--- src/source/execUnit_consts.svh ---
`ifndef EXECUNIT_CONSTS_SVH
`define EXECUNIT_CONSTS_SVH

//////////////////////////////////////////////////
// datapath sizing
//////////////////////////////////////////////////
`define DATA_WIDTH 32 // operand and result width
`define DIV_CYCLES 32 // one quotient bit per cycle

// main decoder opcode
`define ALUOP_MEM   2'b00 // lw, sw, lb, sb, lh, sh
`define ALUOP_ITYPE 2'b01 // immediates and branches
`define ALUOP_RTYPE 2'b10 // funct selects

//////////////////////////////////////////////////
// op field, used under ALUOP_ITYPE
//////////////////////////////////////////////////
`define OP_BCOND 6'b000001 // bgez, bltz
`define OP_BEQ   6'b000100
`define OP_BNE   6'b000101
`define OP_BLEZ  6'b000110
`define OP_BGTZ  6'b000111
`define OP_ADDI  6'b001000
`define OP_ADDIU 6'b001001
`define OP_SLTI  6'b001010
`define OP_SLTIU 6'b001011
`define OP_ANDI  6'b001100
`define OP_ORI   6'b001101
`define OP_XORI  6'b001110
`define OP_LUI   6'b001111

//////////////////////////////////////////////////
// funct field, used under ALUOP_RTYPE
//////////////////////////////////////////////////
`define FUNCT_SLL   6'b000000
`define FUNCT_SRL   6'b000010
`define FUNCT_SRA   6'b000011
`define FUNCT_SEB   6'b000101
`define FUNCT_SEH   6'b000110
`define FUNCT_ROTR  6'b000111 // rotr and rotrv share it
`define FUNCT_MOVZ  6'b001010
`define FUNCT_MOVN  6'b001011
`define FUNCT_MFHI  6'b010000
`define FUNCT_MTHI  6'b010001
`define FUNCT_MFLO  6'b010010
`define FUNCT_MTLO  6'b010011
`define FUNCT_MULT  6'b011000
`define FUNCT_MULTU 6'b011001
`define FUNCT_DIV   6'b011010
`define FUNCT_DIVU  6'b011011
`define FUNCT_ADD   6'b100000
`define FUNCT_ADDU  6'b100001
`define FUNCT_SUB   6'b100010
`define FUNCT_SUBU  6'b100011
`define FUNCT_AND   6'b100100
`define FUNCT_OR    6'b100101
`define FUNCT_XOR   6'b100110
`define FUNCT_NOR   6'b100111
`define FUNCT_SLT   6'b101010
`define FUNCT_SLTU  6'b101011
`define FUNCT_MADD  6'b101100
`define FUNCT_MSUB  6'b101101

`endif

--- src/source/execPkg.sv ---
package execPkg;

    //////////////////////////////////////////////////
    // ALU control codes
    //////////////////////////////////////////////////
    typedef enum logic [4:0] {
        ctlAnd   = 5'd0,
        ctlOr    = 5'd1,
        ctlAdd   = 5'd2,  // also loads, stores, addi
        ctlAddu  = 5'd3,
        ctlSub   = 5'd4,  // also every branch compare
        ctlSubu  = 5'd5,
        ctlSll   = 5'd6,
        ctlSrl   = 5'd7,
        ctlMult  = 5'd8,
        ctlMultu = 5'd9,
        ctlSlt   = 5'd10,
        ctlSltu  = 5'd11,
        ctlNor   = 5'd12,
        ctlXor   = 5'd13,
        ctlRotr  = 5'd14,
        ctlDiv   = 5'd15, // multi-cycle
        ctlDivu  = 5'd16, // multi-cycle
        ctlMadd  = 5'd17,
        ctlMsub  = 5'd18,
        ctlMovz  = 5'd19,
        ctlMovn  = 5'd20,
        ctlMfhi  = 5'd21,
        ctlMthi  = 5'd22,
        ctlMflo  = 5'd23,
        ctlMtlo  = 5'd24,
        ctlLui   = 5'd25,
        ctlSeb   = 5'd26,
        ctlSeh   = 5'd27,
        ctlSra   = 5'd28, // split off from srl
        ctlNop   = 5'd31  // unknown encoding, never written back
    } aluCtl_t;

endpackage

--- src/source/aluControl.sv ---
`include "execUnit_consts.svh"

module aluControl
    import execPkg::*;
(
    input  logic [1:0] aluOp, // from main decoder
    input  logic [5:0] op,    // instruction bits 31:26
    input  logic [5:0] funct, // instruction bits 5:0
    output aluCtl_t    ctl
);

    always_comb
    begin
        ctl = ctlNop; // unlisted encodings fall here
        case (aluOp)
            `ALUOP_MEM:
            begin
                ctl = ctlAdd; // address calc
            end
            `ALUOP_ITYPE:
            begin
                case (op)
                    `OP_ADDI:  ctl = ctlAdd;
                    `OP_ADDIU: ctl = ctlAdd;
                    `OP_ANDI:  ctl = ctlAnd;
                    `OP_ORI:   ctl = ctlOr;
                    `OP_XORI:  ctl = ctlXor;
                    `OP_LUI:   ctl = ctlLui;
                    `OP_SLTI:  ctl = ctlSlt;
                    `OP_SLTIU: ctl = ctlSltu;

                    // branch compares for a decision made outside
                    `OP_BEQ:   ctl = ctlSub;
                    `OP_BCOND: ctl = ctlSub; // bgez, bltz
                    `OP_BGTZ:  ctl = ctlSub;
                    `OP_BLEZ:  ctl = ctlSub;
                    `OP_BNE:   ctl = ctlSub;
                    default:   ctl = ctlNop;
                endcase
            end
            `ALUOP_RTYPE:
            begin
                case (funct)
                    // shifts
                    `FUNCT_SLL:   ctl = ctlSll;
                    `FUNCT_SRL:   ctl = ctlSrl;
                    `FUNCT_SRA:   ctl = ctlSra; // own code now
                    `FUNCT_ROTR:  ctl = ctlRotr;

                    // sign extension
                    `FUNCT_SEB:   ctl = ctlSeb;
                    `FUNCT_SEH:   ctl = ctlSeh;

                    // conditional moves
                    `FUNCT_MOVZ:  ctl = ctlMovz;
                    `FUNCT_MOVN:  ctl = ctlMovn;

                    // HI/LO access
                    `FUNCT_MFHI:  ctl = ctlMfhi;
                    `FUNCT_MTHI:  ctl = ctlMthi;
                    `FUNCT_MFLO:  ctl = ctlMflo;
                    `FUNCT_MTLO:  ctl = ctlMtlo;

                    // multiply and divide
                    `FUNCT_MULT:  ctl = ctlMult;
                    `FUNCT_MULTU: ctl = ctlMultu;
                    `FUNCT_DIV:   ctl = ctlDiv;
                    `FUNCT_DIVU:  ctl = ctlDivu;
                    `FUNCT_MADD:  ctl = ctlMadd;
                    `FUNCT_MSUB:  ctl = ctlMsub;

                    // arithmetic
                    `FUNCT_ADD:   ctl = ctlAdd;
                    `FUNCT_ADDU:  ctl = ctlAddu;
                    `FUNCT_SUB:   ctl = ctlSub;
                    `FUNCT_SUBU:  ctl = ctlSubu;

                    // logic
                    `FUNCT_AND:   ctl = ctlAnd;
                    `FUNCT_OR:    ctl = ctlOr;
                    `FUNCT_XOR:   ctl = ctlXor;
                    `FUNCT_NOR:   ctl = ctlNor;

                    // compares
                    `FUNCT_SLT:   ctl = ctlSlt;
                    `FUNCT_SLTU:  ctl = ctlSltu;
                    default:      ctl = ctlNop;
                endcase
            end
            default:
            begin
                ctl = ctlNop; // opcode 11 not used
            end
        endcase
    end

endmodule

--- config.mk ---
export PLATFORM = sky130hd
export DESIGN_NAME = aluControl
export DESIGN_NICKNAME = d
export VERILOG_FILES = /design/src/source/execPkg.sv /design/src/source/aluControl.sv
export VERILOG_INCLUDE_DIRS = /design/src /design/src/source
export SDC_FILE = /design/constraint.sdc
export NUM_CORES = 1
export LEC_CHECK = 0
export BUFFER_PORTS_ARGS = -buffer_cell sky130_fd_sc_hd__buf_2
export CORE_AREA = 2 2 39 41
export DETAILED_ROUTE_END_ITERATION = 10
export DIE_AREA = 0 0 41 43
export GPL_ROUTABILITY_DRIVEN = 0
export PLACE_DENSITY = 0.76
export SLEW_MARGIN = 20
export SYNTH_ARGS = -nofsm -noshare
export SYNTH_HDL_FRONTEND = slang
export SYNTH_SLANG_ARGS = --single-unit
--- constraint.sdc ---
create_clock -name vclk -period 3.3
set_input_delay 0.66 -clock vclk [all_inputs]
set_output_delay 0.66 -clock vclk [all_outputs]
set_load 0.005 [all_outputs]
==> summary.md, run 1 <==
| Metric | Value |
|---|---|
| Sequential cell area | `0 sq um` |
| Post-CTS resize count | `0` |
| Post-synth top area share | `0.176` |
| Via count of the routed design | `643` |
| Psw | `40.3 uW` |
| Pins Over Slew Limit | `0` |
| Most frequent cells in the layout | `19 x buf_2, 8 x inv_1, 8 x ha_1` |
| I/O Pins | `19` |
| Cell mode on critical path | `buf_2` |
| Status | `finished, final reports clean` |
| Share of post-route cells with drive strength above 1 | `0.196` |
| Largest net degree at the start of global routing | `21` |
| Unique cell type count in the Yosys netlist | `34` |
| Met2 routed WL | `710 microns` |
| Vias per Instance | `5.69` |
| Max VDD drop | `0.0000400 V` |
| Final Routed Wirelength | `1.40 mm` |
| Critical path class | `input pin to output port` |
| Internal | `30.2 uW` |
| Part of the power in registers | `0` |
| # rows | `14` |
| Final worst-path cycle share | `0.853` |
| Setup crit end kind | `output port` |
| WL/cell | `12.3 microns` |
| Antenna violations before repair | `0` |
| Largest cells by area after synthesis | `ha_1 18%, nor2b_1 6.6%, mux2i_1 5.3%` |
| Die W | `41 microns` |
| Die height | `43 microns` |
| Fill count | `149` |
| Power per cell area | `109 mW/mm^2` |
| Maxcap violations | `0` |
| Mapped Cells | `83` |
| Seq_cells | `0` |
| Clk pwr share | `0` |
| CP max FO | `8` |
| Min-Delay Path Class | `input pin to output port` |
| First-pass GRT wire length | `2.29 mm` |
| Worst hold path endpoint | `ctl[2]` |
| Top sig layer | `met4` |
| F_max | `0.355 GHz` |
| Pre-antenna DRT Iters | `3` |
| Postcts setup bufs | `0` |
| Slowest stage cell, crit path | `a2111oi_0` |
| TNS Setup | `0 ps` |
| DRT iter0 DRCs | `14` |
| RSZ-0062 raised after global routing | `false` |
| Crit start category | `input pin` |
| Yosys warnings | `0` |
| Commonest non-fill, non-tap cell in the layout | `buf_2` |
| Hold Crit Depth | `3` |
| Hpwl dp | `1.14 mm` |
| Switching part of the total | `0.571` |
| Cell Area, Synth | `569 sq um` |
| Final number of hold-violating endpoints | `0` |
| Total core area | `0.00138 sq mm` |
| Post-DRT Antenna Nets | `0` |
| # clk buffers | `0` |
| Area growth, synth to finish | `13.2%` |
| Worst Hold Launch | `aluOp[0]` |
| Port bufs | `19` |
| Post-synth net total | `105` |
| Drt drc | `0` |
| Crit path buffers/inverters | `3` |
| GRT Total Usage | `0.176` |
| CP Data Required Time | `2640 ps` |
| Crit path DAT | `2150 ps` |
| Die area | `0.00176 sq mm` |
| Met3 wire len | `22 microns` |
| Worst-Margin Slew | `447 ps` |
| N_diodes | `0` |
| Slowest stage delay, CP | `450 ps` |
| Final setup fails | `0` |
| Grt total ovfl | `0` |
| Hold_ws | `1670 ps` |
| Sequential share of the synthesized area | `0` |
| Tmin final | `2810 ps` |
| Max-Slew Margin vs Limit | `0.699` |
| Pleak | `0.292 nW` |
| Cell accounting for the most synthesized area | `ha_1` |
| Crit path max-delay family | `compound AO/OA/AOI/OAI gates` |
| Synthesized area per cell | `6.86 sq um` |
| Cell chain of the critical path | `buf_2, inv_1, ha_1, a2111oi_0, o32a_1, o32ai_1, buf_2` |
| Initial Utilization | `0.411` |
| Vias in the first global route | `554` |
| Final net count | `121` |
| Combinational share of power | `1.000` |
| M1 WL | `646 microns` |
| Hold_buf cts | `0` |
[per-stage QoR]
| stage | cell area (sq um) | power [mW] | utilization | setup slack [ps] | std cells |
|---|---|---|---|---|---|
| 2_1_floorplan | 569 | 0.0468 | - | 940 | 83 |
| 6_report | 644 | 0.0705 | 0.466 | 486 | 113 |
| 3_5_place_dp | 644 | 0.0701 | 0.466 | 497 | 113 |
| 3_3_place_gp | 644 | 0.0686 | 0.466 | 532 | 113 |
| 4_1_cts | 644 | 0.0703 | 0.466 | 488 | 113 |
| 5_1_grt | 644 | 0.0784 | 0.466 | 404 | 113 |
[Yosys cell counts, types with 2 or more instances]
library cell / number
ha_1: 8
inv_1: 8
nor2_1: 7
nand2_1: 6
nor2b_1: 6
a21oi_1: 4
o211ai_1: 4
mux2i_1: 3
a211oi_1: 2
a32o_1: 2
and2_1: 2
buf_2: 2
buf_6: 2
nand3_1: 2
nand3b_1: 2
nor3_1: 2
o21ai_0: 2
o21ai_1: 2
o32ai_1: 2
[metal layers]
layer	GRT usage	vias up
met1	0.247	296
met5	0	-
met2	0.297	6
met4	0.0200	0
met3	0	2
li1	-	339
[power groups by stage]
| stage | Sequential [mW] | Clock [mW] | Combinational, mW |
|---|---|---|---|
| floorplan | 0 | 0 | 0.0468 |
| global placement | 0 | 0 | 0.0686 |
| detailed placement | 0 | 0 | 0.0701 |
| CTS | 0 | 0 | 0.0703 |
| global route | 0 | 0 | 0.0784 |
| finish | 0 | 0 | 0.0705 |
[worst max path at each step]
stage,start,endpoint,slack (ps),cells past startpoint
2_1_floorplan,funct[0],ctl[0],940,5
3_3_place_gp,funct[0],ctl[0],530,7
3_5_place_dp,funct[0],ctl[0],500,7
4_1_cts,funct[0],ctl[0],490,7
5_1_grt,funct[0],ctl[0],400,7
6_report,funct[0],ctl[0],490,7
[cell type report]
cell class         count  area [sq um]  share of cell area
multi-input cells     70           499               0.775
repair buffers        19          95.1               0.148
inverters              8          30.0              0.0466
well taps             16          20.0              0.0311
[cells by family after synthesis]
group,after synthesis,synth area share
compound gates,27,0.349
fa+ha+maj,9,0.193
buf+inv,13,0.123
mux,3,0.0527
simple gates,31,0.281
[tightest hold or removal path, delay by kind of cell]
family	cells	cell delay [ps]
buf+inv	2	220
compound gates	1	120
Power figures use the tool's default switching activity.
==> run 2, diff against run 1 <==
==> constraint.sdc (replaced) <==
create_clock -name vclk -period 3.3
set_input_delay 0.66 -clock vclk [all_inputs]
set_output_delay 0.66 -clock vclk [all_outputs]
set_load 0.02 [all_outputs]
==> summary.md, run 2 (same netlist as run 1, synthesis figures left out) <==
| Metric | Value |
|---|---|
| Tmin final | `2820 ps (+7.27 ps)` |
| First-pass GRT wire length | `2.21 mm (-3.3%)` |
| F_max | `0.354 GHz (-0.26%)` |
| Max VDD drop | `0.0000381 V (-4.9%)` |
| Area growth, synth to finish | `13.2% (unchanged)` |
| CP max FO | `8 (unchanged)` |
| Crit path DAT | `2160 ps (about the same)` |
| TNS Setup | `0 ps (unchanged)` |
| Final net count | `121 (unchanged)` |
| Critical path class | `input pin to output port` |
| Initial Utilization | `0.411 (unchanged)` |
| Worst-Margin Slew | `443 ps (-4.21 ps)` |
| I/O Pins | `19 (unchanged)` |
| Final Routed Wirelength | `1.36 mm (-2.7%)` |
| WL/cell | `12.0 microns (-2.7%)` |
| Min-Delay Path Class | `input pin to output port` |
| Cell mode on critical path | `buf_2` |
| DRT iter0 DRCs | `14 (unchanged)` |
| Crit path buffers/inverters | `3 (unchanged)` |
| GRT Total Usage | `0.169 (-0.00699)` |
| Postcts setup bufs | `0 (unchanged)` |
| # rows | `14 (unchanged)` |
| Final worst-path cycle share | `0.855 (+0.00220)` |
| Fin worst setup slack | `479 ps (-7.27 ps)` |
| Max-Slew Margin vs Limit | `0.702 (+0.00283)` |
| Total core area | `0.00138 sq mm (unchanged)` |
| Drt drc | `0 (unchanged)` |
| Part of the power in registers | `0 (unchanged)` |
| Final setup fails | `0 (unchanged)` |
| Post-CTS resize count | `0 (unchanged)` |
| Crit start category | `input pin` |
| RSZ-0062 raised after global routing | `false` |
| Most frequent cells in the layout | `19 x buf_2, 8 x inv_1, 8 x ha_1` |
| Setup crit end kind | `output port` |
| Combinational share of power | `1.000 (about the same)` |
| # clk buffers | `0 (unchanged)` |
| Crit path max-delay family | `compound AO/OA/AOI/OAI gates` |
| Die W | `41 microns (unchanged)` |
| Vias in the first global route | `554 (unchanged)` |
| N_diodes | `0 (unchanged)` |
| Post-DRT Antenna Nets | `0 (unchanged)` |
| Pleak | `0.292 nW (unchanged)` |
| Clk pwr share | `0 (unchanged)` |
| Via count of the routed design | `659 (+2.5%)` |
| Status | `finished, final reports clean` |
| Antenna violations before repair | `0 (unchanged)` |
| CP Data Required Time | `2640 ps (about the same)` |
| Pre-CTS setup slack | `491 ps (-5.57 ps)` |
| Die height | `43 microns (unchanged)` |
| Largest net degree at the start of global routing | `21 (unchanged)` |
| Slowest stage delay, CP | `430 ps (-20 ps)` |
| Psw | `45.6 uW (+13%)` |
| Sequential cell area | `0 sq um (unchanged)` |
| Power per cell area | `118 mW/mm^2 (+7.6%)` |
| Die area | `0.00176 sq mm (unchanged)` |
| Seq_cells | `0 (unchanged)` |
| Internal | `30.3 uW (+0.28%)` |
| Vias per Instance | `5.83 (+2.5%)` |
| Commonest non-fill, non-tap cell in the layout | `buf_2` |
| Pre-antenna DRT Iters | `4 (+1)` |
| Hpwl dp | `1.09 mm (-4.8%)` |
| Slowest stage cell, crit path | `a2111oi_0` |
| Maxcap violations | `0 (unchanged)` |
| Switching part of the total | `0.601 (+0.0292)` |
| Share of post-route cells with drive strength above 1 | `0.196 (unchanged)` |
| Pins Over Slew Limit | `0 (unchanged)` |
| Port bufs | `19 (unchanged)` |
| Hold_buf cts | `0 (unchanged)` |
| Final number of hold-violating endpoints | `0 (unchanged)` |
| Grt total ovfl | `0 (unchanged)` |
| Cell chain of the critical path | `buf_2, inv_1, ha_1, a2111oi_0, o32a_1, o32ai_1, buf_2` |
==> run 2: power groups by stage <==
stage	logic, mW	clock network, mW	registers, mW
6_report	0.0759	0	0
5_1_grt	0.0838	0	0
4_1_cts	0.0755	0	0
3_5_place_dp	0.0750	0	0
3_3_place_gp	0.0742	0	0
2_1_floorplan	0.0525	0	0
==> run 2: tightest hold or removal path, stage by stage <==
cell and delay (ps):
buf_2 120, a32o_1 120, buf_2 150
==> run 2: layout make-up <==
cell class / instances / area, sq um
fillers: 139 / 739
multi-input cells: 70 / 499
repair buffers: 19 / 95.1
inverters: 8 / 30.0
well taps: 16 / 20.0
==> run 2: worst paths after layout <==
kind / startpoint / end / cells after the start
max: funct[0] / ctl[0] / 7
min: aluOp[0] / ctl[2] / 3
==> run 2: per-stage QoR <==
| step | utilization | area, sq um | std cells | total power, mW | hold slack [ps] |
|---|---|---|---|---|---|
| floorplan | - | 569 | 83 | 0.0525 | 1540 |
| global placement | 0.466 | 644 | 113 | 0.0742 | 1720 |
| detailed placement | 0.466 | 644 | 113 | 0.0750 | 1720 |
| CTS | 0.466 | 644 | 113 | 0.0755 | 1720 |
| global route | 0.466 | 644 | 113 | 0.0838 | 1750 |
| finish | 0.466 | 644 | 113 | 0.0759 | 1710 |
==> run 2: metal layers <==
metal,share of wire,vias up,GRT usage
met5,0,-,0
met4,0,0,0
met3,0.028,0,0
met2,0.52,11,0.306
met1,0.45,314,0.225
li1,-,334,-
